--- src/bank_pkg.sv ---
/*
  bank_pkg
  widths, bank count and request/data types for the banked scratchpad
*/
package bank_pkg;

  localparam int unsigned ADDR_WIDTH  = 16;
  localparam int unsigned DATA_WIDTH  = 64;  // front word, power of two
  localparam int unsigned NUM_BANKS   = 4;
  localparam int unsigned BANK_WIDTH  = DATA_WIDTH / NUM_BANKS;
  localparam int unsigned BANK_BYTES  = BANK_WIDTH / 8;
  localparam int unsigned DATA_BYTES  = DATA_WIDTH / 8;
  localparam int unsigned BANK_DEPTH  = 256;  // words per bank

  // byte offset bits inside one front word, and bank word index width
  localparam int unsigned WORD_OFFSET = $clog2(DATA_BYTES);
  localparam int unsigned BANK_AW     = $clog2(BANK_DEPTH);

  typedef logic [ADDR_WIDTH-1:0] addr_t;
  typedef logic [DATA_WIDTH-1:0] data_t;
  typedef logic [DATA_BYTES-1:0] strb_t;
  typedef logic [BANK_WIDTH-1:0] bank_data_t;
  typedef logic [BANK_BYTES-1:0] bank_strb_t;

  // front request, as presented by the master
  typedef struct packed {
    addr_t addr;
    data_t wdata;
    strb_t strb;
    logic  we;
  } mem_req_t;

  // one bank's share of a front request
  typedef struct packed {
    addr_t      addr;
    bank_data_t wdata;
    bank_strb_t strb;
    logic       we;
  } bank_req_t;

endpackage

--- src/bank_sram.sv ---
/*
  bank_sram
  one byte-strobed single-port bank; grants unless stalled from outside and
  returns the (possibly updated) word one cycle after a completed request
*/
module bank_sram import bank_pkg::*; (
  input  logic       clk_i,
  input  logic       rst_n_i,
  input  logic       stall_i,     // conflict with another master
  input  logic       req_i,
  input  bank_req_t  req_data_i,
  output logic       gnt_o,
  output logic       rvalid_o,
  output bank_data_t rdata_o
);

  bank_data_t         mem_q [BANK_DEPTH];
  logic [BANK_AW-1:0] word_idx;
  bank_data_t         cur_word;
  bank_data_t         new_word;
  logic               fire;

  assign gnt_o    = ~stall_i;
  assign fire     = req_i & gnt_o;

  // bits below WORD_OFFSET select bank and byte, above that the bank word
  assign word_idx = req_data_i.addr[WORD_OFFSET +: BANK_AW];
  assign cur_word = mem_q[word_idx];

  // merge strobed bytes over the stored word
  always_comb begin
    new_word = cur_word;
    for (int b = 0; b < BANK_BYTES; b++) begin
      if (req_data_i.strb[b]) begin
        new_word[8*b +: 8] = req_data_i.wdata[8*b +: 8];
      end
    end
  end

  always_ff @(posedge clk_i) begin
    if (fire && req_data_i.we) begin
      mem_q[word_idx] <= new_word;
    end
  end

  always_ff @(posedge clk_i) begin
    if (fire) begin
      rdata_o <= req_data_i.we ? new_word : cur_word;  // write returns updated word
    end
  end

  always_ff @(posedge clk_i) begin
    if (!rst_n_i) begin
      rvalid_o <= 1'b0;
    end else begin
      rvalid_o <= fire;
    end
  end

endmodule

--- config.mk ---
export PLATFORM = sky130hd
export DESIGN_NAME = bank_sram
export DESIGN_NICKNAME = d
export VERILOG_FILES = /design/src/bank_pkg.sv /design/src/bank_sram.sv
export SDC_FILE = /design/constraint.sdc
export NUM_CORES = 2
export LEC_CHECK = 0
export BUFFER_PORTS_ARGS = -buffer_cell sky130_fd_sc_hd__buf_2
export CELL_PAD_IN_SITES_DETAIL_PLACEMENT = 1
export CELL_PAD_IN_SITES_GLOBAL_PLACEMENT = 2
export CORE_UTILIZATION = 35
export DETAILED_ROUTE_END_ITERATION = 10
export GPL_TIMING_DRIVEN = 0
export PLACE_DENSITY_LB_ADDON = 0.1
export SYNTH_ARGS = -nofsm -noshare
export SYNTH_HDL_FRONTEND = slang
export SYNTH_SLANG_ARGS = --single-unit
--- constraint.sdc ---
create_clock -name clk_i -period 24.7 [get_ports clk_i]
set_clock_uncertainty 0.2 [all_clocks]
set_input_delay 2.47 -clock clk_i [delete_from_list [all_inputs] [get_ports clk_i]]
set_output_delay 2.47 -clock clk_i [all_outputs]
set_load 0.02 [all_outputs]
==> results.cfg <==
[status]
run_status = complete, but fails checks
violations = max-capacitance violations, max-slew violations

[worst_setup_path]
cp.required_ps = 25220
crit_path_cell_trace = buf_2 -> clkbuf_1 -> nand4b_1 -> clkbuf_1 -> o22ai_1 -> a2111oi_1 -> nand4_1 -> nor3_2 -> o31ai_4 -> buf_8 -> buf_8 -> buf_8 -> buf_16 -> buf_16
crit_top_cell = buf_8
setup.worst_path.start_class = input port
critPathKind = input port to register
critPathArrivalTime_ps = 10090
crit_fanout = 23
critPathCaptureType = register
slowest_delay_ps = 1200
cp_num_buf_inv = 8
cp_top_family = simple AND/OR/NAND/NOR gates
cp_slowest_cell = a2111oi_1

[sta]
setup_viol = 0
slew_headroom = -0.04205
period_share = 0.3874
finalSetupTns_ps = 0
hold_viol_final = 0
tightest_slew_ps = 1554
fin_crit_ps = 9569
slew_viol_final = 13
rsz0062_at_grt = no
max_freq_mhz = 104.5
holdWs_ps = 1120
final.setup.worst_slack_ps = 15130

[cts]
htreeDepth = 5
cts_sinks = 4113
clk_latency_ps = 1040
cts-hold-fix-buffers = 0
cts_root_buf = clkbuf_16
cts.clk_slew.worst_paths_ps = 60
numCtsBuffers = 455
post-cts-setup-buffer-count = 0
clk_path_buf_depth = 4
cts_tree = yes
cts_resized = 0

[detailed_routing]
first_pass_iters = 6
wl_per_cell_um = 39.43
drt-initial-drc-count = 9307
avgViaCountPerCell = 5.633
wirelength_um = 580400
drtAntennaViolNets = 0
remaining_drc_errors = 0
vias = 82910

[run]
drv_cap = 4

[synth]
yosysSeqAreaShare = 0.7828
async_flop_share = 0
synth_compound_area_frac = 0.03382
synth-edff-count = 4112
avgSynthCellArea_um2 = 21.46
ys_ff_latch = 4113
syn_inst = 7353
synthAdderAreaFrac = 0
synth-warning-count = 0
ys_types = 52
synth_top_flop_cell = edfxtp_1
synth.area.mux_share = 0.1452
synthSimpleGateAreaFrac = 0.02286
netlist_area_um2 = 157800
syn_nets = 7392
synth_top_family_by_area = multiplexers
synth-xor-area-share = 0

[global_route]
grt_pass1_vias = 85090
grt_first_pass_wirelength_um = 772900
grt_usage = 0.2532
grt_max_degree = 49
antenna_found_initial = 55
overflow = 0

[finish]
fin_util = 0.4237
nNetsFinal = 8407
drive_gt1_frac = 0.2933
design_area_um2 = 190100
fill_cells = 41620
syn2layout_area_growth_pct = 20.52
instances_no_fill = 14720

[power]
max-vdd-ir-drop_mv = 0.06958
power_mw = 15.63
p_leak_nw = 60.07
power_density_nw_per_um2 = 82.18

[floorplanning]
chipHeight_um = 673.4
core_um2 = 448800
rows = 246
start_util = 0.3516
die_w_um = 673.4
ios = 57
dieArea_um2 = 453400

[placed_design]
dp_cells = 13860
dp_hpwl_um = 425000
port-buffer-count = 42
placed_area_um2 = 175800
post-place-ws_ps = 14200
gp_congestion = 0.8321

[hold_path]
hp-class = register to register
-- routing by layer --
layer	global-route usage	wire length (um)	part of all wire
met4	0.08689	22220	0.038
met2	0.4117	277100	0.48
met3	0.03396	32300	0.056
met5	0	119	0.00021
met1	0.3516	248700	0.43
-- cell usage in the layout (no fill, tap or decap), drive strengths merged, types with 40 or more instances in the layout --
cell       n
edfxtp  4112
clkbuf   762
nand3     40
mux4     796
nand4     40
a22oi    209
nor4      46
o21ai     65
a22o      51
a31oi     63
nor2     309
a221oi    62
a21oi     64
a211oi    61
nor2b     40
nand2    192
buf      784
mux2i    463
o22ai     64
clkinv   224
-- path summary, 6_finish.rpt --
path | end | cells past startpoint | from | slack (ps)
worst max-delay path | mem_q[18][5]$_DFFE_PP_ | 14 | req_data_i[26] | 15130
worst min-delay path | rdata_o[12]$_DFFE_PP_ | 5 | mem_q[136][12]$_DFFE_PP_ | 1120
worst max register to register | mem_q[18][5]$_DFFE_PP_ | 12 | mem_q[26][5]$_DFFE_PP_ | 18250
worst min register to register | rdata_o[12]$_DFFE_PP_ | 5 | mem_q[136][12]$_DFFE_PP_ | 1120
-- synthesized netlist by cell type, types with 19 or more instances --
library cell	instances	area share
o22ai_1	64	0.0025
o21ai_0	48	0.0015
a21oi_1	64	0.0020
o31ai_1	31	0.0015
a221oi_1	62	0.0034
mux2_2	31	0.0022
nor3_1	29	0.00092
a22o_1	51	0.0028
mux4_2	796	0.11
buf_4	45	0.0021
nand3_1	40	0.0013
clkbuf_1	212	0.0050
nor2_1	308	0.0073
mux2i_1	463	0.029
a22oi_1	209	0.0099
a211oi_1	61	0.0029
edfxtp_1	4112	0.78
buf_1	30	0.00071
nand2b_1	19	0.00075
nor4_1	34	0.0013
buf_2	94	0.0030
nor2b_1	40	0.0016
buf_6	47	0.0034
and2_1	22	0.00087
nand4_1	40	0.0016
nand2_1	192	0.0046
and3_1	21	0.00083
a31oi_1	63	0.0025
-- final cells by class --
cell class | instances | area, um^2 | area share
buffer | 438 | 2446 | 0.01286
multi-input combinational | 2798 | 32920 | 0.1732
antenna | 29 | 72.57 | 0.0003817
sequential | 4113 | 123500 | 0.6495
clock inverter | 277 | 2470 | 0.01299
timing repair buffer | 558 | 9460 | 0.04975
inverter | 4 | 15.01 | 0.00007897
clock buffer | 550 | 11810 | 0.06209
tap | 5952 | 7447 | 0.03917
-- power by group --
part           leakage, nW  switching [mW]  internal, mW
logic                 16.0           0.816         0.383
registers             37.1         0.00101          7.83
clock network         6.97            2.85          3.75
-- worst reg2reg max path, cell delays in order (launching register included) --
cell and delay (ps):
edfxtp_1 360, mux4_2 490, mux2i_1 260, o22ai_1 230
a2111oi_1 1200, nand4_1 870, nor3_2 1180, o31ai_4 350
buf_8 270, buf_8 200, buf_8 180, buf_16 190
buf_16 190
-- registers in the layout, summed over array words and instances (netlist names) --
| register | cells |
|---|---|
| rvalid_o | 1 |
| rdata_o | 16 |
| mem_q | 4096 |
-- logic make-up after synthesis --
group	Yosys count
flip-flops	4113
AND/OR/NAND/NOR	773
multiplexers	1290
AO/OA/AOI/OAI	735
buffers and inverters	442
Note: power is estimated with default switching activity, not from simulation.
