[src/bank_pkg.sv]
/*
  bank_pkg
  widths, bank count and request/data types for the banked scratchpad
*/
package bank_pkg;

  localparam int unsigned ADDR_WIDTH  = 16;
  localparam int unsigned DATA_WIDTH  = 64;  // front word, power of two
  localparam int unsigned NUM_BANKS   = 4;
  localparam int unsigned BANK_WIDTH  = DATA_WIDTH / NUM_BANKS;
  localparam int unsigned BANK_BYTES  = BANK_WIDTH / 8;
  localparam int unsigned DATA_BYTES  = DATA_WIDTH / 8;
  localparam int unsigned BANK_DEPTH  = 256;  // words per bank

  // byte offset bits inside one front word, and bank word index width
  localparam int unsigned WORD_OFFSET = $clog2(DATA_BYTES);
  localparam int unsigned BANK_AW     = $clog2(BANK_DEPTH);

  typedef logic [ADDR_WIDTH-1:0] addr_t;
  typedef logic [DATA_WIDTH-1:0] data_t;
  typedef logic [DATA_BYTES-1:0] strb_t;
  typedef logic [BANK_WIDTH-1:0] bank_data_t;
  typedef logic [BANK_BYTES-1:0] bank_strb_t;

  // front request, as presented by the master
  typedef struct packed {
    addr_t addr;
    data_t wdata;
    strb_t strb;
    logic  we;
  } mem_req_t;

  // one bank's share of a front request
  typedef struct packed {
    addr_t      addr;
    bank_data_t wdata;
    bank_strb_t strb;
    logic       we;
  } bank_req_t;

endpackage

[src/bank_req_split.sv]
/*
  bank_req_split
  aligns the front address, slices the word into one request per bank and
  holds each until its bank grants; front grant needs every slot free
*/
module bank_req_split import bank_pkg::*; (
  input  logic                       clk_i,
  input  logic                       rst_n_i,
  input  logic                       req_i,
  input  mem_req_t                   mem_req_i,
  output logic                       gnt_o,
  input  logic      [NUM_BANKS-1:0]  resp_ready_i,
  output logic      [NUM_BANKS-1:0]  bank_req_o,
  input  logic      [NUM_BANKS-1:0]  bank_gnt_i,
  output bank_req_t [NUM_BANKS-1:0]  bank_req_data_o
);

  logic                       req_valid;
  logic      [NUM_BANKS-1:0]  req_ready;
  bank_req_t [NUM_BANKS-1:0]  bank_req_in;
  addr_t                      aligned_addr;

  // round down to the start of the front word
  assign aligned_addr = {mem_req_i.addr[ADDR_WIDTH-1:WORD_OFFSET], {WORD_OFFSET{1'b0}}};

  // only accept when no bank slot or response slot could overflow
  assign gnt_o     = (&req_ready) & (&resp_ready_i);
  assign req_valid = req_i & gnt_o;

  for (genvar i = 0; i < NUM_BANKS; i++) begin : gen_bank_req
    assign bank_req_in[i].addr  = aligned_addr + addr_t'(i * BANK_BYTES);
    assign bank_req_in[i].wdata = mem_req_i.wdata[i*BANK_WIDTH +: BANK_WIDTH];
    assign bank_req_in[i].strb  = mem_req_i.strb[i*BANK_BYTES +: BANK_BYTES];
    assign bank_req_in[i].we    = mem_req_i.we;

    fall_through_reg #(
      .T (bank_req_t)
    ) u_req_reg (
      .clk_i   (clk_i),
      .rst_n_i (rst_n_i),
      .valid_i (req_valid),
      .ready_o (req_ready[i]),
      .data_i  (bank_req_in[i]),
      .valid_o (bank_req_o[i]),
      .ready_i (bank_gnt_i[i]),
      .data_o  (bank_req_data_o[i])
    );
  end

endmodule

[src/fall_through_reg.sv]
/*
  fall_through_reg
  one-entry buffer: an empty slot passes the input straight through,
  a full slot holds its payload until the consumer takes it
*/
module fall_through_reg #(
  parameter type T = logic
) (
  input  logic clk_i,
  input  logic rst_n_i,
  input  logic valid_i,
  output logic ready_o,
  input  T     data_i,
  output logic valid_o,
  input  logic ready_i,
  output T     data_o
);

  logic full_q;
  logic load;   // input arrives but consumer is not taking it
  T     data_q;

  assign load    = ~full_q & valid_i & ~ready_i;

  assign ready_o = ~full_q;
  assign valid_o = full_q | valid_i;
  assign data_o  = full_q ? data_q : data_i;  // bypass while empty

  always_ff @(posedge clk_i) begin
    if (!rst_n_i) begin
      full_q <= 1'b0;
    end else if (full_q) begin
      if (ready_i) begin
        full_q <= 1'b0;  // stored entry taken
      end
    end else if (load) begin
      full_q <= 1'b1;
    end
  end

  always_ff @(posedge clk_i) begin
    if (load) begin
      data_q <= data_i;
    end
  end

endmodule

[config.mk]
export PLATFORM = sky130hd
export DESIGN_NAME = bank_req_split
export DESIGN_NICKNAME = d
export VERILOG_FILES = /design/src/bank_pkg.sv /design/src/bank_req_split.sv /design/src/fall_through_reg.sv
export SDC_FILE = /design/constraint.sdc
export NUM_CORES = 1
export LEC_CHECK = 0
export ABC_AREA = 1
export BUFFER_PORTS_ARGS = -buffer_cell sky130_fd_sc_hd__buf_2
export CORE_UTILIZATION = 51
export DETAILED_ROUTE_END_ITERATION = 10
export GPL_TIMING_DRIVEN = 0
export MAX_ROUTING_LAYER = met4
export PLACE_DENSITY = 0.94
export SLEW_MARGIN = 20
export SYNTH_ARGS = -nofsm -noshare
export SYNTH_HDL_FRONTEND = slang
export SYNTH_SLANG_ARGS = --single-unit
export TNS_END_PERCENT = 100
[constraint.sdc]
create_clock -name clk_i -period 5.9 [get_ports clk_i]
set_clock_uncertainty 0.05 [all_clocks]
set_input_delay 1.18 -clock clk_i [delete_from_list [all_inputs] [get_ports clk_i]]
set_output_delay 1.18 -clock clk_i [all_outputs]
set_load 0.01 [all_outputs]
==> impl_metrics.env, run 1 <==
export IMPL_outcome="finished clean"
export IMPL_grt_pass1_wl_um=22400
export IMPL_htreeDepth=4
export IMPL_utilization_pct=71.8
export IMPL_cts_tree="yes"
export IMPL_p_int_uw=1770
export IMPL_cts_buffers=17
export IMPL_yosysWarnings=0
export IMPL_clockPowerShare_pct=46.7
export IMPL_tightest_slew_ns=0.558
export IMPL_final_cell_mix="nand2_1 (284), buf_2 (249), edfxtp_1 (128)"
export IMPL_critPathArrivalTime_ns=2.07
export IMPL_fin_nets=915
export IMPL_cap_violations=0
export IMPL_start_kind="input port"
export IMPL_period_share_pct=55.9
export IMPL_drv_slew=0
export IMPL_ys_types=16
export IMPL_path_cells="buf_2 > nand2_1 > nor2_1 > nand3_2 > buf_6 > nand2_1 > buf_4 > buf_2"
export IMPL_dp_hpwl_um=10700
export IMPL_hold_viol=0
export IMPL_synth_area_leaders="edfxtp_1 (68%), nand2_1 (19%), o21ai_0 (4.9%), buf_4 (2.1%), buf_2 (1.8%)"
export IMPL_overflow=0
export IMPL_cts_repair_resized=0
export IMPL_die_x_um=108
export IMPL_p_leak_uw=0.00354
export IMPL_end_kind="output port"
export IMPL_syn_area_um2=5690
export IMPL_crit_slowest_cell="buf_6"
export IMPL_cts_max_path_buffers=2
export IMPL_ant_nets=0
export IMPL_path_clk_slew_ns=0.06
export IMPL_synthCells=553
export IMPL_drc_errors=0
export IMPL_core_um2=10800
export IMPL_start_util_pct=52.5
export IMPL_routabilityCongestion=0.807
export IMPL_p_per_area_nw_per_um2=296
export IMPL_drt_initial_drc_count=349
export IMPL_ctsHoldBuffers=0
export IMPL_die_area_um2=11600
export IMPL_io_pins=245
export IMPL_routedWlPerCell_um=15.5
export IMPL_timing_final_ws_setup_ns=2.60
export IMPL_power_frac_comb_pct=8.3
export IMPL_final_common_cell="nand2_1"
export IMPL_vdd_drop_max_mv=0.251
export IMPL_root_buffer="clkbuf_8"
export IMPL_seqPwrFrac_pct=45.0
export IMPL_rows=38
export IMPL_nFillCells=778
export IMPL_io_buffers=229
export IMPL_syn_avg_cell_area_um2=10.3
export IMPL_required_ns=4.67
export IMPL_crit_type="in -> out"
export IMPL_clk_latency_ns=0.51
export IMPL_hold_depth=5
export IMPL_min_to="gen_bank_req[2].u_req_reg.full_q"
export IMPL_path_buf_inv=4
export IMPL_finalCriticalPeriod_ns=3.30
export IMPL_dp_slack_ns=2.61
export IMPL_reg2reg_to="gen_bank_req[0].u_req_reg.data_q[26]"
export IMPL_grtUsageTotal_pct=27.1
export IMPL_cts_sink_count=132
export IMPL_cts_setup_buffers=0
export IMPL_die_y_um=108
export IMPL_slew_headroom_pct=62.7
export IMPL_p_switching_uw=530
export IMPL_drt_wl_total_um=15000
export IMPL_hold_start="gen_bank_req[3].u_req_reg.full_q"
export IMPL_hold_class="reg -> reg"
export IMPL_worstPathMaxFanout=10
export IMPL_synth_seq_cells=132
export IMPL_via_per_inst=5.01
export IMPL_grt_max_degree=26
export IMPL_crit_family="buffers and inverters"
export IMPL_synth_top_cell_area_share_pct=67.6
export IMPL_dr_total_vias=4852
export IMPL_rr_worst_depth=7
export IMPL_fin_setup_tns_ns=0
export IMPL_r2r_start="gen_bank_req[1].u_req_reg.full_q"
export IMPL_layout_drive_gt1_share_pct=37.7
export IMPL_yosysSeqAreaShare_pct=69.0
export IMPL_fmax_ghz=0.303
export IMPL_ff2ff_setup_slack_ns=3.96
export IMPL_cpPeakStageDelay_ns=0.19
export IMPL_finalPower_uw=2300
export IMPL_diodes=0
export IMPL_grt_pass1_vias=4513
export IMPL_areaGrowthSynthToFinish_pct=36.8
export IMPL_switching_share_pct=23.0
export IMPL_antenna_found_initial=0
export IMPL_drtPass1Iterations=5
export IMPL_setup_viol=0
export IMPL_rsz0062_at_grt="false"
export IMPL_yosysTopAreaCell="edfxtp_1"
-- worst max path at each step --
stage / startpoint / to / slack [ns] / depth (start not counted)
4_1_cts: resp_ready_i[0] / bank_req_o[1] / 2.60 / 8
3_5_place_dp: resp_ready_i[0] / bank_req_o[1] / 2.61 / 8
3_3_place_gp: resp_ready_i[0] / gen_bank_req[2].u_req_reg.data_q[33] / 1.55 / 6
5_1_grt: resp_ready_i[0] / bank_req_o[1] / 2.55 / 8
2_1_floorplan: resp_ready_i[0] / gen_bank_req[0].u_req_reg.data_q[0] / 2.46 / 5
6_report: resp_ready_i[0] / bank_req_o[1] / 2.60 / 8
-- registers in the layout, summed over array words and instances (netlist names) --
| register | flops |
|---|---|
| gen_bank_req.u_req_reg.full_q | 4 |
| gen_bank_req.u_req_reg.data_q | 128 |
-- through the flow --
stage / instance area, µm² / std cells / hold slack, ns
floorplan: 5730 / 563 / 0.578
global placement: 7050 / 932 / 0.620
detailed placement: 7170 / 936 / 0.645
CTS: 7780 / 968 / 0.655
global route: 7780 / 968 / 0.688
finish: 7780 / 968 / 0.649
-- per-layer routing --
| metal | up-vias | wire length (µm) | global-route usage [%] |
|---|---|---|---|
| li1 | 2325 | - | - |
| met1 | 2227 | 5890 | 30.9 |
| met2 | 269 | 7760 | 47.1 |
| met3 | 31 | 1050 | 5.27 |
| met4 | 0 | 319 | 10.9 |
| met5 | - | 0 | - |
-- final cells by class --
type	instances	area, µm²	area share (%)
Buffer	45	262	3.36
Clock buffer	18	418	5.37
Clock inverter	14	189	2.43
Tap cell	140	175	2.25
Sequential cell	132	3920	50.4
Inverter	22	82.6	1.06
Multi-Input combinational cell	364	1490	19.1
Timing Repair Buffer	233	1240	16.0
-- power by group through the flow --
| stage | combinational, µW | clock, µW | sequential (µW) |
|---|---|---|---|
| floorplan | 83.8 | 0 | 1060 |
| global placement | 182 | 0 | 1060 |
| detailed placement | 190 | 0 | 1060 |
| CTS | 192 | 1080 | 1040 |
| global route | 211 | 1120 | 1040 |
| finish | 192 | 1080 | 1040 |
-- cell families (layout without fill, tap and decap cells) --
kind of cell           Yosys count  in the layout  synth area share [%]
AND/OR/NAND/NOR                292            292                  19.4
flip-flops                     132            132                  69.0
other                            2             12                 0.132
buffers and inverters           67            332                  6.05
AO/OA/AOI/OAI                   60             60                  5.41
-- worst reg2reg max path, delay by kind of cell, from the launching register on --
kind | cells | cell delay (ns)
DFF | 1 | 0.33
and+or+nand+nor | 4 | 0.79
buffers and inverters | 3 | 0.47
-- cell usage after synthesis (all sizes together) --
cell type	instances
clkbuf	8
inv	22
dfxtp	4
nand3	1
a21oi	4
buf	37
nor2	6
nand2	284
nor4	1
conb	2
edfxtp	128
o21ai	56
(Power assumes the default switching activity.)
==> run 2, diff against run 1 <==
CORE_UTILIZATION = 48   (was 51)
PLACE_DENSITY = 0.9   (was 0.94)
clock period = 3.4 ns   (was 5.9 ns; I/O delays follow)
==> impl_metrics.env, run 2 (synthesis gave the netlist of run 1 again) <==
export IMPL_largest_reg_flops=128
export IMPL_core_um2=11500
export IMPL_rsz0062_at_grt="false"
export IMPL_grtUsageTotal_pct=24.5
export IMPL_clk_latency_ns=0.40
export IMPL_root_buffer="clkbuf_16"
export IMPL_tightest_slew_ns=0.579
export IMPL_vdd_drop_max_mv=0.232
export IMPL_ctsHoldBuffers=0
export IMPL_grt_pass1_vias=4464
export IMPL_start_util_pct=49.6
export IMPL_required_ns=2.67
export IMPL_routabilityCongestion=0.830
export IMPL_antenna_found_initial=0
export IMPL_drtPass1Iterations=5
export IMPL_grt_max_degree=27
export IMPL_switching_share_pct=20.4
export IMPL_p_int_uw=3150
export IMPL_utilization_pct=67.8
export IMPL_start_kind="register"
export IMPL_fin_nets=915
export IMPL_die_y_um=111
export IMPL_dr_total_vias=4713
export IMPL_crit_type="reg -> out"
export IMPL_p_switching_uw=808
export IMPL_io_pins=245
export IMPL_hold_start="mem_req_i[61]"
export IMPL_outcome="finished clean"
export IMPL_areaGrowthSynthToFinish_pct=36.6
export IMPL_period_share_pct=70.7
export IMPL_rows=39
export IMPL_clockPowerShare_pct=46.2
export IMPL_grt_pass1_wl_um=22200
export IMPL_power_frac_comb_pct=8.3
export IMPL_drv_slew=0
export IMPL_crit_start="gen_bank_req[1].u_req_reg.full_q"
export IMPL_drt_wl_total_um=14100
export IMPL_setup_viol=0
export IMPL_overflow=0
export IMPL_hold_ws_ns=0.407
export IMPL_diodes=0
export IMPL_htreeDepth=4
export IMPL_die_area_um2=12300
export IMPL_finalPower_uw=3960
export IMPL_slew_headroom_pct=61.3
export IMPL_fin_setup_tns_ns=0
export IMPL_layout_drive_gt1_share_pct=37.1
export IMPL_cts_max_path_buffers=2
export IMPL_path_clk_slew_ns=0.06
export IMPL_p_leak_uw=0.00355
export IMPL_regMostFlops="gen_bank_req.u_req_reg.data_q"
export IMPL_r2r_start="gen_bank_req[2].u_req_reg.full_q"
export IMPL_end_kind="output port"
export IMPL_drt_initial_drc_count=312
export IMPL_hold_viol=0
export IMPL_fmax_ghz=0.416
export IMPL_io_buffers=229
export IMPL_via_per_inst=4.85
export IMPL_ant_nets=0
export IMPL_cts_tree="yes"
export IMPL_final_cell_mix="nand2_1 (284), buf_2 (249), edfxtp_1 (128)"
export IMPL_routedWlPerCell_um=14.6
export IMPL_cts_buffers=17
export IMPL_finalCriticalPeriod_ns=2.40
export IMPL_worstPathMaxFanout=10
export IMPL_final_common_cell="nand2_1"
export IMPL_critPathArrivalTime_ns=1.67
export IMPL_die_x_um=111
export IMPL_cts_setup_buffers=0
export IMPL_top_regs="gen_bank_req.u_req_reg.data_q x128, gen_bank_req.u_req_reg.full_q x4"
export IMPL_p_per_area_nw_per_um2=509
export IMPL_cts_sink_count=132
export IMPL_timing_final_ws_setup_ns=0.996
export IMPL_seqPwrFrac_pct=45.5
export IMPL_hold_class="in -> reg"
export IMPL_dp_slack_ns=1.04
export IMPL_cap_violations=0
export IMPL_cts_repair_resized=0
export IMPL_dp_hpwl_um=10300
export IMPL_drc_errors=0
## run 2: metal layers
layer | track usage [%] | routed length [µm] | part of all wire (%) | up-vias
li1 | - | - | - | 2317
met1 | 27.9 | 5700 | 40 | 2134
met2 | 41.7 | 7240 | 51 | 237
met3 | 5.36 | 893 | 6.3 | 25
met4 | 10.8 | 306 | 2.2 | 0
met5 | - | 0 | 0 | -
## run 2: worst max-delay path, stage by stage, from the launching register on
cell	delay (ns)
dfxtp_1	0.33
buf_2	0.26
buf_2	0.30
nand2_1	0.10
o21ai_0	0.11
buf_2	0.17
## run 2: final cells by class
cell class | count | area (µm²)
timing repair buffer | 233 | 1240
buffer | 45 | 262
clock inverter | 13 | 164
clock buffer | 19 | 433
multi-input combinational | 364 | 1490
fill | 859 | 3690
inverter | 22 | 82.6
tap | 143 | 179
sequential | 132 | 3920
## run 2: power groups by stage
stage / sequential, µW / clock, µW / combinational (µW)
finish: 1800 / 1830 / 328
global placement: 1830 / 0 / 316
floorplan: 1830 / 0 / 145
CTS: 1800 / 1860 / 329
global route: 1800 / 1940 / 360
detailed placement: 1830 / 0 / 328
## run 2: stage by stage
stage | instances | area, µm²
3_3_place_gp | 935 | 7050
6_report | 971 | 7770
5_1_grt | 971 | 7770
2_1_floorplan | 563 | 5730
3_5_place_dp | 939 | 7180
4_1_cts | 971 | 7770
## run 2: final timing paths
kind,slack (ns),end,cells past startpoint
worst min-delay path,0.41,gen_bank_req[3].u_req_reg.data_q[7],1
worst max register to register,1.49,gen_bank_req[3].u_req_reg.data_q[15],7
worst min register to register,0.65,gen_bank_req[2].u_req_reg.full_q,5
worst max-delay path,1.0,bank_req_data_o[59],5
==> run 3, diff against run 2 <==
CORE_UTILIZATION = 43   (was 48)
PLACE_DENSITY = 0.85   (was 0.9)
clock period = 2 ns   (was 3.4 ns; I/O delays follow)
==> impl_metrics.env, run 3 (synthesis gave the netlist of run 1 again) <==
export IMPL_fin_nets=929
export IMPL_final_seq_area_um2=3930
export IMPL_htreeDepth=4
export IMPL_reg2reg_to="gen_bank_req[1].u_req_reg.data_q[16]"
export IMPL_areaGrowthSynthToFinish_pct=42.2
export IMPL_hold_start="mem_req_i[22]"
export IMPL_die_area_um2=13700
export IMPL_regMostFlops="gen_bank_req.u_req_reg.data_q"
export IMPL_drt_initial_drc_count=374
export IMPL_cts_tree="yes"
export IMPL_path_clk_slew_ns=0.06
export IMPL_start_kind="register"
export IMPL_final_cell_mix="nand2_1 (281), buf_2 (227), edfxtp_1 (128)"
export IMPL_top_regs="gen_bank_req.u_req_reg.data_q x128, gen_bank_req.u_req_reg.full_q x4"
export IMPL_rr_worst_depth=8
export IMPL_drc_errors=0
export IMPL_layout_drive_gt1_share_pct=40.0
export IMPL_grt_max_degree=27
export IMPL_drv_slew=0
export IMPL_p_switching_uw=1460
export IMPL_utilization_pct=63.3
export IMPL_crit_slowest_cell="dfxtp_2"
export IMPL_dp_slack_ns=-0.0671
export IMPL_p_int_uw=5130
export IMPL_start_util_pct=44.5
export IMPL_period_share_pct=99.6
export IMPL_largest_reg_flops=128
export IMPL_min_to="gen_bank_req[0].u_req_reg.data_q[16]"
export IMPL_final_common_cell="nand2_1"
export IMPL_crit_type="reg -> out"
export IMPL_dp_hpwl_um=10700
export IMPL_end_kind="output port"
export IMPL_cpPeakStageDelay_ns=0.33
export IMPL_via_per_inst=4.75
export IMPL_p_per_area_nw_per_um2=815
export IMPL_fmax_ghz=0.502
export IMPL_grtUsageTotal_pct=22.7
export IMPL_seqPwrFrac_pct=46.4
export IMPL_worstPathMaxFanout=5
export IMPL_diodes=0
export IMPL_p_leak_uw=0.00364
export IMPL_drtPass1Iterations=5
export IMPL_grt_pass1_vias=4366
export IMPL_hold_depth=1
export IMPL_antenna_found_initial=0
export IMPL_routedWlPerCell_um=15.1
export IMPL_outcome="finished clean"
export IMPL_core_um2=12800
export IMPL_cp_common_cell="buf_4"
export IMPL_overflow=0
export IMPL_final_area_um2=8090
export IMPL_rows=41
export IMPL_critPathArrivalTime_ns=1.54
export IMPL_path_cells="inv_2 > nand2_4 > nor2_4 > nand3_4 > buf_12 > nand2_1 > buf_4 > buf_4"
export IMPL_grt_pass1_wl_um=21900
export IMPL_io_buffers=229
export IMPL_power_frac_comb_pct=8.8
export IMPL_cts_max_path_buffers=2
export IMPL_timing_final_ws_setup_ns=0.00755
export IMPL_die_x_um=117
export IMPL_finalCriticalPeriod_ns=1.99
export IMPL_crit_family="buffers and inverters"
export IMPL_hold_viol=0
export IMPL_clockPowerShare_pct=44.8
export IMPL_cts_buffers=17
export IMPL_hold_class="in -> reg"
export IMPL_r2r_start="gen_bank_req[3].u_req_reg.full_q"
export IMPL_setup_viol=0
export IMPL_die_y_um=117
export IMPL_routabilityCongestion=0.768
export IMPL_root_buffer="clkbuf_16"
export IMPL_dr_total_vias=4815
export IMPL_required_ns=1.55
export IMPL_vdd_drop_max_mv=0.397
export IMPL_cap_violations=0
export IMPL_drt_wl_total_um=15300
export IMPL_rsz0062_at_grt="true"
export IMPL_ant_nets=0
export IMPL_ff2ff_setup_slack_ns=0.09
export IMPL_cts_sink_count=132
export IMPL_clk_latency_ns=0.40
export IMPL_switching_share_pct=22.2
export IMPL_placed_area_um2=7220
export IMPL_nFillCells=1003
export IMPL_io_pins=245
export IMPL_path_buf_inv=4
export IMPL_multi_input_area_um2=1530
==> run 3: cell type report <==
type / instances / area share [%]
Sequential cell: 132 / 48.5
Multi-Input combinational cell: 364 / 18.9
Timing Repair Buffer: 249 / 17.7
Clock buffer: 18 / 5.30
Buffer: 43 / 4.24
Tap cell: 172 / 2.66
Clock inverter: 13 / 1.65
Inverter: 22 / 1.05
==> run 3: how the worst max path moves through the flow <==
stage,cells after the start,slack [ns],endpoint,start
floorplan,5,-0.12,gen_bank_req[0].u_req_reg.data_q[0],resp_ready_i[0]
global placement,6,-0.77,gen_bank_req[1].u_req_reg.data_q[1],resp_ready_i[0]
detailed placement,7,-0.07,gen_bank_req[2].u_req_reg.data_q[33],resp_ready_i[0]
CTS,8,-0.01,bank_req_o[3],gen_bank_req[0].u_req_reg.full_q
global route,5,-0.09,bank_req_data_o[77],gen_bank_req[2].u_req_reg.full_q
finish,8,0.008,bank_req_o[3],gen_bank_req[3].u_req_reg.full_q
==> run 3: power by group through the flow <==
| stage | combinational [µW] | clock [µW] | sequential, µW |
|---|---|---|---|
| floorplan | 248 | 0 | 3110 |
| global placement | 544 | 0 | 3110 |
| detailed placement | 564 | 0 | 3110 |
| finish | 582 | 2950 | 3060 |
| global route | 649 | 3140 | 3060 |
| CTS | 572 | 3000 | 3060 |
==> run 3: routing by layer <==
metal | routed length [µm] | vias up | track usage, %
li1 | - | 2344 | -
met1 | 6210 | 2241 | 26.2
met2 | 8000 | 211 | 39.6
met3 | 888 | 19 | 4.84
met4 | 195 | 0 | 7.34
met5 | 0 | - | -
==> run 3: per-stage QoR <==
step	TNS [ns]	power [µW]	hold WS, ns	cells
2_1_floorplan	-15.19	3360	0.449	563
3_3_place_gp	-94.85	3660	0.541	964
3_5_place_dp	-1.74	3680	0.542	968
4_1_cts	-0.0241	6630	0.120	1002
5_1_grt	-0.748	6850	0.111	1013
6_report	0	6590	0.133	1013
==> run 3: repair_timing <==
action                                  in CTS  in global routing
pin swaps                                    2                  5
buffers inserted                             3                 12
hold buffers                                 0                  0
gates cloned                                 0                  1
endpoints found under the setup margin      96                122
gates resized for setup                     27                 39
