### src/bank_pkg.sv
/*
  bank_pkg
  widths, bank count and request/data types for the banked scratchpad
*/
package bank_pkg;

  localparam int unsigned ADDR_WIDTH  = 16;
  localparam int unsigned DATA_WIDTH  = 64;  // front word, power of two
  localparam int unsigned NUM_BANKS   = 4;
  localparam int unsigned BANK_WIDTH  = DATA_WIDTH / NUM_BANKS;
  localparam int unsigned BANK_BYTES  = BANK_WIDTH / 8;
  localparam int unsigned DATA_BYTES  = DATA_WIDTH / 8;
  localparam int unsigned BANK_DEPTH  = 256;  // words per bank

  // byte offset bits inside one front word, and bank word index width
  localparam int unsigned WORD_OFFSET = $clog2(DATA_BYTES);
  localparam int unsigned BANK_AW     = $clog2(BANK_DEPTH);

  typedef logic [ADDR_WIDTH-1:0] addr_t;
  typedef logic [DATA_WIDTH-1:0] data_t;
  typedef logic [DATA_BYTES-1:0] strb_t;
  typedef logic [BANK_WIDTH-1:0] bank_data_t;
  typedef logic [BANK_BYTES-1:0] bank_strb_t;

  // front request, as presented by the master
  typedef struct packed {
    addr_t addr;
    data_t wdata;
    strb_t strb;
    logic  we;
  } mem_req_t;

  // one bank's share of a front request
  typedef struct packed {
    addr_t      addr;
    bank_data_t wdata;
    bank_strb_t strb;
    logic       we;
  } bank_req_t;

endpackage

### src/bank_resp_join.sv
/*
  bank_resp_join
  buffers each bank's response slice and releases the joined wide word in
  the cycle the last slice shows up
*/
module bank_resp_join import bank_pkg::*; (
  input  logic                        clk_i,
  input  logic                        rst_n_i,
  input  logic       [NUM_BANKS-1:0]  bank_rvalid_i,
  input  bank_data_t [NUM_BANKS-1:0]  bank_rdata_i,
  output logic       [NUM_BANKS-1:0]  resp_ready_o,
  output logic                        rvalid_o,
  output data_t                       rdata_o
);

  logic       [NUM_BANKS-1:0] slot_valid;
  bank_data_t [NUM_BANKS-1:0] slot_data;

  // nothing downstream stalls, so the join drains every slot at once
  assign rvalid_o = &slot_valid;
  assign rdata_o  = slot_data;  // bank 0 in the low slice

  for (genvar i = 0; i < NUM_BANKS; i++) begin : gen_resp_reg
    fall_through_reg #(
      .T (bank_data_t)
    ) u_resp_reg (
      .clk_i   (clk_i),
      .rst_n_i (rst_n_i),
      .valid_i (bank_rvalid_i[i]),
      .ready_o (resp_ready_o[i]),
      .data_i  (bank_rdata_i[i]),
      .valid_o (slot_valid[i]),
      .ready_i (rvalid_o),
      .data_o  (slot_data[i])
    );
  end

endmodule

### src/fall_through_reg.sv
/*
  fall_through_reg
  one-entry buffer: an empty slot passes the input straight through,
  a full slot holds its payload until the consumer takes it
*/
module fall_through_reg #(
  parameter type T = logic
) (
  input  logic clk_i,
  input  logic rst_n_i,
  input  logic valid_i,
  output logic ready_o,
  input  T     data_i,
  output logic valid_o,
  input  logic ready_i,
  output T     data_o
);

  logic full_q;
  logic load;   // input arrives but consumer is not taking it
  T     data_q;

  assign load    = ~full_q & valid_i & ~ready_i;

  assign ready_o = ~full_q;
  assign valid_o = full_q | valid_i;
  assign data_o  = full_q ? data_q : data_i;  // bypass while empty

  always_ff @(posedge clk_i) begin
    if (!rst_n_i) begin
      full_q <= 1'b0;
    end else if (full_q) begin
      if (ready_i) begin
        full_q <= 1'b0;  // stored entry taken
      end
    end else if (load) begin
      full_q <= 1'b1;
    end
  end

  always_ff @(posedge clk_i) begin
    if (load) begin
      data_q <= data_i;
    end
  end

endmodule

### config.mk
export PLATFORM = sky130hd
export DESIGN_NAME = bank_resp_join
export DESIGN_NICKNAME = d
export VERILOG_FILES = /design/src/bank_pkg.sv /design/src/bank_resp_join.sv /design/src/fall_through_reg.sv
export SDC_FILE = /design/constraint.sdc
export NUM_CORES = 1
export LEC_CHECK = 0
export ABC_AREA = 1
export BUFFER_PORTS_ARGS = -buffer_cell sky130_fd_sc_hd__buf_4
export CORE_MARGIN = 4
export CORE_UTILIZATION = 30
export CTS_CLUSTER_SIZE = 28
export DETAILED_ROUTE_END_ITERATION = 10
export PLACE_DENSITY = 0.62
export SLEW_MARGIN = 10
export SYNTH_ARGS = -nofsm -noshare
export SYNTH_HDL_FRONTEND = slang
export SYNTH_SLANG_ARGS = --single-unit
### constraint.sdc
create_clock -name clk_i -period 2 [get_ports clk_i]
set_input_delay 0.3 -clock clk_i [delete_from_list [all_inputs] [get_ports clk_i]]
set_output_delay 0.3 -clock clk_i [all_outputs]
set_load 0.005 [all_outputs]
==> impl_metrics.json, run 1 <==
{
  "power_density_nw_per_um2": 841,
  "netlist_area_um2": 3030,
  "cts_hold_buf": 0,
  "wl_um": 7120,
  "drcViolationCount": 0,
  "layout.nets": 518,
  "end_kind": "output port",
  "track_usage": 0.120,
  "grt_pass1_wl_um": 11100,
  "clockBufferDepth": 2,
  "initial_utilization": 0.308,
  "clk_pin_slew_worst_paths_ns": 0.07,
  "regArea_um2": 2000,
  "rows": 36,
  "maxSlewHeadroom": 0.795,
  "hold_class": "input pin to register",
  "synth-edff-count": 64,
  "n_antenna_cell": 0,
  "fillers": 956,
  "numCtsBuffers": 9,
  "yosysSeqAreaShare": 0.662,
  "setup_violations": 0,
  "routabilityCongestion": 0.701,
  "grt_max_degree": 20,
  "fin_crit_ns": 1.62,
  "async_flop_share": 0,
  "min_period_over_period": 0.812,
  "synth_top_area_share": 0.635,
  "detail-route-antenna-nets": 0,
  "path_class": "register to output port",
  "grt_pass1_vias": 2342,
  "die_y_um": 108,
  "synth_nets": 377,
  "slew_viol_final": 0,
  "max-cap-violations": 0,
  "synth_cell_type_count": 11,
  "portBuffers": 138,
  "cp-start-kind": "register",
  "die_x_um": 108,
  "yosys-top-cells-area": "edfxtp_1 (64%), nand2_1 (25%), buf_4 (3.0%), dfxtp_1 (2.6%), nor2_2 (1.7%)",
  "insertion_delay_ns": 0.33,
  "cts_setup_buffers": 0,
  "antenna_found_initial": 0,
  "cp_max_fo": 19,
  "synth_area_per_cell_um2": 9.85,
  "worst_pin_slew_ns": 0.307,
  "wire_per_inst_um": 12.2,
  "io_pins": 139,
  "hold_viol_final": 0,
  "cp.required_ns": 1.70,
  "viasPerCell": 4.08,
  "drive_above_1_share": 0.393,
  "drt_iter0_drc": 89,
  "synthFlopType": "edfxtp_1",
  "ys_top_cells_by_count": "nand2_1 (200), edfxtp_1 (64), buf_4 (12)",
  "htree_levels": 3,
  "fmax_mhz": 615,
  "coreArea_um2": 9820,
  "syn_to_final_growth_pct": 46.2,
  "ys_warn_count": 0,
  "netlist_instances": 307,
  "yosysMostFrequentCell": "nand2_1",
  "fin_worst_skew_ns": 0.0127,
  "status": "finished, final reports clean",
  "root_buffer": "clkbuf_8",
  "critPathArrivalTime_ns": 1.32,
  "cts_tree": "done",
  "dpl.hpwl_um": 5310,
  "cts-resized-gates": 0,
  "rsz0062_at_grt": "no",
  "vdd_drop_max_mv": 0.481,
  "p_leak_nw": 2.13,
  "multi_input_area_um2": 873,
  "clock-sinks": 68,
  "firstDrtPassIters": 4,
  "vias": 2388,
  "ys_ff_latch": 68,
  "yosys.area.top_type": "edfxtp_1",
  "whs_ns": 0.148,
  "fin_setup_tns_ns": 0,
  "dieArea_um2": 11800,
  "overflow": 0
}
==> cells by family (layout without fill, tap and decap cells) <==
group | count (synthesis) | count (layout) | share of synthesized area
buffers and inverters | 24 | 170 | 0.0496
and+or+nand+nor | 215 | 215 | 0.289
DFF | 68 | 68 | 0.662
==> worst paths after layout <==
kind	from	to	slack [ns]	cells after the start
setup / recovery	gen_resp_reg[2].u_resp_reg.full_q$_SDFF_PN0_	rvalid_o	0.38	5
hold reg to reg	gen_resp_reg[0].u_resp_reg.full_q$_SDFF_PN0_	gen_resp_reg[0].u_resp_reg.full_q$_SDFF_PN0_	0.72	4
hold / removal	bank_rdata_i[17]	gen_resp_reg[1].u_resp_reg.data_q[1]$_DFFE_PP_	0.15	1
setup reg to reg	gen_resp_reg[1].u_resp_reg.full_q$_SDFF_PN0_	gen_resp_reg[3].u_resp_reg.data_q[6]$_DFFE_PP_	0.50	6
==> worst max-delay path, cell delays in order, from the launching register on <==
cell and delay, ns:
dfxtp_1 0.37, inv_4 0.11, nand2_4 0.09, nand2_4 0.06, nor2_8 0.21, buf_4 0.16
==> per-layer routing <==
| layer | track usage | part of all wire | vias to the layer above |
|---|---|---|---|
| met3 | 0.0454 | 0.067 | 5 |
| li1 | - | - | 1249 |
| met4 | 0.0316 | 0.0091 | 0 |
| met2 | 0.195 | 0.50 | 76 |
| met1 | 0.150 | 0.42 | 1058 |
| met5 | 0 | 0 | - |
==> state kept, by name, indices dropped and copies added (netlist names) <==
register,flops
gen_resp.u_resp_reg.data_q,64
gen_resp.u_resp_reg.full_q,4
==> stage by stage <==
| stage | setup slack (ns) | power, mW | util | area, um2 | instances |
|---|---|---|---|---|---|
| 6_report | 0.375 | 3.72 | 0.450 | 4420 | 586 |
| 5_1_grt | 0.236 | 3.93 | 0.450 | 4420 | 586 |
| 4_1_cts | 0.312 | 3.80 | 0.450 | 4420 | 586 |
| 3_5_place_dp | 0.469 | 2.46 | 0.427 | 4190 | 570 |
| 3_3_place_gp | 0.518 | 2.45 | 0.427 | 4190 | 570 |
| 2_1_floorplan | 0.432 | 2.05 | - | 3030 | 307 |
==> area by class of cell <==
type                       instances  area share
inverter                           8     0.00905
tap                              133      0.0376
multi-input combinational        215       0.197
clock buffer                      12      0.0306
sequential                        68       0.453
timing repair buffer             146       0.251
clock inverter                     4      0.0221
==> where the power goes <==
part	leakage, nW	internal (mW)	switching, mW
logic	1.38	0.362	0.345
clock network	0.111	0.830	0.478
registers	0.640	1.68	0.0273
total	2.13	2.87	0.851
==> cell usage in the layout (no fill, tap or decap) <==
master / count
clkbuf_1: 3
nor2_2: 8
dfxtp_1: 4
clkinvlp_4: 1
nand2_4: 3
inv_4: 4
bufinv_16: 3
edfxtp_1: 64
nand2_2: 3
buf_4: 145
buf_12: 1
nor2_8: 1
clkbuf_8: 9
nand2_1: 200
inv_1: 4
Note: power is estimated with default switching activity, not from simulation.
==> run 2: changes to the inputs <==
--- a/config.mk
+++ b/config.mk
@@ -5,13 +5,13 @@
 export SDC_FILE = /design/constraint.sdc
 export NUM_CORES = 1
 export LEC_CHECK = 0
-export ABC_AREA = 1
+export ABC_AREA = 0
 export BUFFER_PORTS_ARGS = -buffer_cell sky130_fd_sc_hd__buf_4
 export CORE_MARGIN = 4
 export CORE_UTILIZATION = 30
 export CTS_CLUSTER_SIZE = 28
 export DETAILED_ROUTE_END_ITERATION = 10
-export PLACE_DENSITY = 0.62
+export PLACE_DENSITY = 0.64
 export SLEW_MARGIN = 10
 export SYNTH_ARGS = -nofsm -noshare
 export SYNTH_HDL_FRONTEND = slang
==> constraint.sdc (replaced) <==
create_clock -name clk_i -period 1.4 [get_ports clk_i]
set_input_delay 0.21 -clock clk_i [delete_from_list [all_inputs] [get_ports clk_i]]
set_output_delay 0.21 -clock clk_i [all_outputs]
set_load 0.005 [all_outputs]
==> impl_metrics.json, run 2 <==
{
  "io_pins": 139,
  "critical_path.top_delay_family": "flip-flops",
  "reg_top3": "gen_resp.u_resp_reg.data_q x64, gen_resp.u_resp_reg.full_q x4",
  "netlist_instances": 169,
  "cp_max_fo": 6,
  "synth_cell_type_count": 14,
  "top_register": "gen_resp.u_resp_reg.data_q",
  "syn_to_final_growth_pct": 63.8,
  "async_flop_share": 0,
  "synth-edff-count": 64,
  "slew_viol_final": 0,
  "grt_pass1_vias": 2100,
  "place_ws_ns": 0.0103,
  "rows": 37,
  "crit_chain": "clkbuf_16, mux2_4, buf_6",
  "cts_tree": "done",
  "initial_utilization": 0.306,
  "hold_class": "input pin to register",
  "overflow": 0,
  "regArea_um2": 2020,
  "rsz0062_at_grt": "yes",
  "fin_setup_tns_ns": -8.30,
  "synth_area_per_cell_um2": 18.5,
  "cts_hold_buf": 0,
  "synthFlopType": "edfxtp_1",
  "placed_cell_area_um2": 4330,
  "drt_iter0_drc": 78,
  "hold_viol_final": 0,
  "viasPerCell": 4.27,
  "fillers": 889,
  "max-cap-violations": 0,
  "dieArea_um2": 12100,
  "cp-start-kind": "register",
  "multi_input_area_um2": 1130,
  "drive_above_1_share": 0.752,
  "routabilityCongestion": 0.655,
  "worst_pin_slew_ns": 0.183,
  "crit_buf_inv": 2,
  "vdd_drop_max_mv": 0.628,
  "clk_pin_slew_worst_paths_ns": 0.07,
  "coreArea_um2": 10200,
  "die_x_um": 110,
  "critPathArrivalTime_ns": 1.35,
  "ys_ff_latch": 68,
  "slowest_stage": "dfxtp_4",
  "ys_top_cells_by_count": "edfxtp_1 (64), mux2_2 (32), mux2_4 (32)",
  "final_cell_mix": "buf_4 (73), buf_6 (69), mux2_4 (64), edfxtp_1 (64), clkbuf_8 (9)",
  "p_leak_nw": 2.17,
  "wire_per_inst_um": 15.5,
  "netlist_area_um2": 3130,
  "yosys-top-cells-area": "edfxtp_1 (61%), mux2_4 (15%), mux2_2 (12%), buf_12 (2.6%), dfxtp_1 (2.6%)",
  "numCtsBuffers": 9,
  "path_class": "register to output port",
  "portBuffers": 138,
  "fin_ws_ns": -0.156,
  "status": "complete, but fails checks",
  "n_antenna_cell": 0,
  "yosysSeqAreaShare": 0.639,
  "layout.nets": 392,
  "firstDrtPassIters": 4,
  "maxSlewHeadroom": 0.877,
  "grt_max_degree": 17,
  "wl_um": 7180,
  "die_y_um": 110,
  "fin_crit_ns": 1.56,
  "final_util": 0.501,
  "cp.required_ns": 1.19,
  "yosysMostFrequentCell": "edfxtp_1",
  "fmax_mhz": 643,
  "synth_nets": 239,
  "final_area_um2": 5130,
  "synth_top_area_share": 0.614,
  "power_density_nw_per_um2": 1010,
  "setup_violations": 65,
  "violations": "negative setup slack",
  "htree_levels": 3,
  "root_buffer": "clkbuf_8",
  "yosys.area.top_type": "edfxtp_1",
  "min_period_over_period": 1.11,
  "grt_pass1_wl_um": 10600,
  "drcViolationCount": 0,
  "end_kind": "output port",
  "clock-sinks": 68,
  "vias": 1974,
  "fin_worst_skew_ns": 0.00544,
  "insertion_delay_ns": 0.33,
  "dpl.hpwl_um": 4920,
  "largest_register_ffs": 64,
  "track_usage": 0.114,
  "antenna_found_initial": 0,
  "clockBufferDepth": 2,
  "ys_warn_count": 0,
  "detail-route-antenna-nets": 0,
  "slowest_delay_ns": 0.43,
  "final_common_cell": "buf_4"
}
[run 2: cell count changes in the layout (fill, tap and decap cells not counted), sizes merged, moves of 2 or more]
cell | before | now
a21oi | 0 | 8
buf | 146 | 153
bufinv | 3 | 0
clkinv | 0 | 4
inv | 8 | 4
mux2 | 0 | 64
nand2 | 206 | 0
nand2b | 0 | 4
nor2 | 9 | 0
o21ai | 0 | 4
o22a | 0 | 2
[run 2: where the power goes]
group          internal [mW]  total (mW)  leakage [nW]  switching (mW)
Combinational          0.948        1.40          1.45           0.457
Sequential              2.40        2.47         0.642          0.0714
Clock                  0.613        1.33        0.0760           0.715
[run 2: kinds of logic after synthesis]
group / count (synthesis) / synth area share
buffers and inverters: 18 / 0.0575
flip-flops: 68 / 0.639
AO/OA/AOI/OAI: 14 / 0.0248
multiplexers: 64 / 0.268
AND/OR/NAND/NOR: 5 / 0.00999
[run 2: metrics by stage]
stage / instances / hold slack, ns / total power, mW
after floorplan: 169 / 0.309 / 3.01
after global placement: 439 / 0.399 / 3.54
after detailed placement: 439 / 0.398 / 3.55
after CTS: 459 / 0.0361 / 5.22
after global routing: 462 / 0.0290 / 5.47
final: 462 / 0.0584 / 5.20
[run 2: area by class of cell]
class / count / share of cell area
clock inverter: 6 / 0.00634
sequential: 68 / 0.393
clock buffer: 9 / 0.0242
inverter: 4 / 0.00293
multi-input combinational: 83 / 0.221
tap: 136 / 0.0332
timing repair buffer: 156 / 0.319
[run 2: timing repair]
action / in CTS / in global routing
cloned: 3 / 3
buffers inserted: 2 / 0
pin swaps: 0 / 1
gates resized for setup: 116 / 13
endpoints found under the setup margin: 69 / 130
[run 2: worst paths after layout]
kind | slack (ns) | depth (start not counted) | from | endpoint
max | -0.16 | 3 | gen_resp_reg[2].u_resp_reg.full_q$_SDFF_PN0_ | rdata_o[38]
min | 0.06 | 1 | bank_rdata_i[18] | gen_resp_reg[1].u_resp_reg.data_q[2]$_DFFE_PP_
max reg2reg | 0.02 | 5 | gen_resp_reg[3].u_resp_reg.full_q$_SDFF_PN0_ | gen_resp_reg[3].u_resp_reg.data_q[15]$_DFFE_PP_
min reg2reg | 0.64 | 2 | gen_resp_reg[0].u_resp_reg.full_q$_SDFF_PN0_ | gen_resp_reg[0].u_resp_reg.full_q$_SDFF_PN0_
[run 2: per-layer routing]
metal  track usage  share of wire  up-vias
li1              -              -      943
met1         0.138           0.41      959
met2         0.195           0.52       68
met3        0.0443          0.064        4
met4        0.0237         0.0050        0
met5             0              0        -
==> run 3: changes to the inputs <==
--- a/config.mk
+++ b/config.mk
@@ -5,7 +5,7 @@
 export SDC_FILE = /design/constraint.sdc
 export NUM_CORES = 1
 export LEC_CHECK = 0
-export ABC_AREA = 0
+export ABC_AREA = 1
 export BUFFER_PORTS_ARGS = -buffer_cell sky130_fd_sc_hd__buf_4
 export CORE_MARGIN = 4
 export CORE_UTILIZATION = 30
==> impl_metrics.json, run 3 (synthesized netlist as in run 1, its figures left out) <==
{
  "status": "complete, but fails checks",
  "violations": "negative setup slack",
  "wire_per_inst_um": 14.1,
  "cts_tree": "done",
  "vias": 2650,
  "htree_levels": 3,
  "critPathArrivalTime_ns": 1.23,
  "hold_class": "input pin to register",
  "power_density_nw_per_um2": 1060,
  "reg_top3": "gen_resp.u_resp_reg.data_q x64, gen_resp.u_resp_reg.full_q x4",
  "grt_pass1_wl_um": 12200,
  "numCtsBuffers": 9,
  "detail-route-antenna-nets": 0,
  "crit_buf_inv": 3,
  "drt_iter0_drc": 105,
  "initial_utilization": 0.308,
  "placed_cell_area_um2": 4220,
  "viasPerCell": 4.35,
  "antenna_found_initial": 0,
  "hold_viol_final": 0,
  "grt_max_degree": 19,
  "end_kind": "output port",
  "track_usage": 0.132,
  "io_pins": 139,
  "die_x_um": 108,
  "setup_violations": 28,
  "rows": 36,
  "overflow": 0,
  "min_period_over_period": 1.03,
  "final_common_cell": "buf_4",
  "slowest_delay_ns": 0.37,
  "dpl.hpwl_um": 5370,
  "insertion_delay_ns": 0.33,
  "fin_ws_ns": -0.0400,
  "clock-sinks": 68,
  "routabilityCongestion": 0.725,
  "cp.required_ns": 1.19,
  "final_util": 0.559,
  "clk_pin_slew_worst_paths_ns": 0.07,
  "layout.nets": 541,
  "rr_worst_depth": 7,
  "fin_worst_skew_ns": 0.00713,
  "critical_path.top_delay_family": "buffers and inverters",
  "syn_to_final_growth_pct": 81.5,
  "slowest_stage": "dfxtp_4",
  "crit_chain": "buf_6, clkbuf_16, nand2_4, nand2_2, buf_6",
  "cp.depth": 5,
  "final_cell_mix": "buf_4 (108), nand2_1 (104), edfxtp_1 (64), nand2_2 (60), nand2_4 (42)",
  "slew_viol_final": 0,
  "p_leak_nw": 2.57,
  "drive_above_1_share": 0.634,
  "firstDrtPassIters": 4,
  "path_class": "register to output port",
  "vdd_drop_max_mv": 0.604,
  "fmax_mhz": 694,
  "place_ws_ns": -0.268,
  "clockBufferDepth": 2,
  "wl_um": 8610,
  "worst_pin_slew_ns": 0.173,
  "die_y_um": 108,
  "crit_top_cell": "buf_6",
  "maxSlewHeadroom": 0.884,
  "cp-start-kind": "register",
  "fillers": 839,
  "rsz0062_at_grt": "yes",
  "cp_max_fo": 8,
  "root_buffer": "clkbuf_8",
  "dieArea_um2": 11800,
  "drcViolationCount": 0,
  "grt_pass1_vias": 2561,
  "n_antenna_cell": 0,
  "max-cap-violations": 0,
  "whs_path_depth": 1,
  "coreArea_um2": 9820,
  "largest_register_ffs": 64,
  "fin_crit_ns": 1.44,
  "final_area_um2": 5490,
  "top_register": "gen_resp.u_resp_reg.data_q",
  "portBuffers": 138
}
[run 3: changes by cell type in the layout (fill, tap and decap cells not counted), moves of 4 or more]
| cell | before | now |
|---|---|---|
| a21oi_1 | 4 | 0 |
| buf_4 | 73 | 108 |
| buf_6 | 69 | 40 |
| clkbuf_16 | 3 | 8 |
| mux2_4 | 64 | 0 |
| nand2_1 | 0 | 104 |
| nand2_2 | 0 | 60 |
| nand2_4 | 0 | 42 |
| nor2_2 | 0 | 4 |
| nor2_4 | 0 | 4 |
| o21ai_0 | 4 | 0 |
[run 3: per-stage QoR]
| stage | TNS [ns] | cells | power (mW) | hold slack (ns) |
|---|---|---|---|---|
| CTS | -4.12 | 596 | 5.47 | 0.0343 |
| detailed placement | -11.77 | 575 | 3.52 | 0.399 |
| global route | -3.99 | 609 | 6.10 | 0.0295 |
| global placement | -9.57 | 575 | 3.50 | 0.398 |
| floorplan | -10.75 | 307 | 2.92 | 0.309 |
| finish | -0.567 | 609 | 5.79 | 0.0607 |
[run 3: path summary, 6_finish.rpt]
kind	startpoint	endpoint	slack, ns
setup reg to reg	gen_resp_reg[2].u_resp_reg.full_q$_SDFF_PN0_	gen_resp_reg[1].u_resp_reg.data_q[6]$_DFFE_PP_	0
hold / removal	bank_rdata_i[54]	gen_resp_reg[3].u_resp_reg.data_q[6]$_DFFE_PP_	0.06
setup / recovery	gen_resp_reg[2].u_resp_reg.full_q$_SDFF_PN0_	rdata_o[39]	-0.04
hold reg to reg	gen_resp_reg[0].u_resp_reg.full_q$_SDFF_PN0_	gen_resp_reg[0].u_resp_reg.full_q$_SDFF_PN0_	0.60
[run 3: metal layers]
metal,part of all wire,up-vias,GRT usage
met5,0,-,0
met4,0.011,0,0.0460
met3,0.065,8,0.0388
met2,0.51,90,0.222
met1,0.41,1248,0.161
li1,-,1304,-
[run 3: repair_timing]
action / in CTS / in global routing
gates cloned: 2 / 8
pin swaps: 5 / 39
resized for setup: 62 / 152
hold buffers: 0 / 0
endpoints found under the setup margin: 114 / 129
endpoints found under the hold margin: 0 / 0
buffers inserted: 3 / 7
[run 3: area by class of cell]
class	instances	area [um2]	area share
flip-flops and latches	68	2010	0.366
well taps	133	166	0.0303
clock inverters	7	91.3	0.0166
clock buffers	9	124	0.0226
repair buffers	169	1720	0.313
inverters	8	50.0	0.00911
multi-input cells	215	1330	0.242
[run 3: where the power goes]
part / total, mW / internal (mW) / switching (mW)
Sequential: 2.46 / 2.40 / 0.0594
Clock: 1.75 / 0.994 / 0.754
Combinational: 1.59 / 0.884 / 0.703
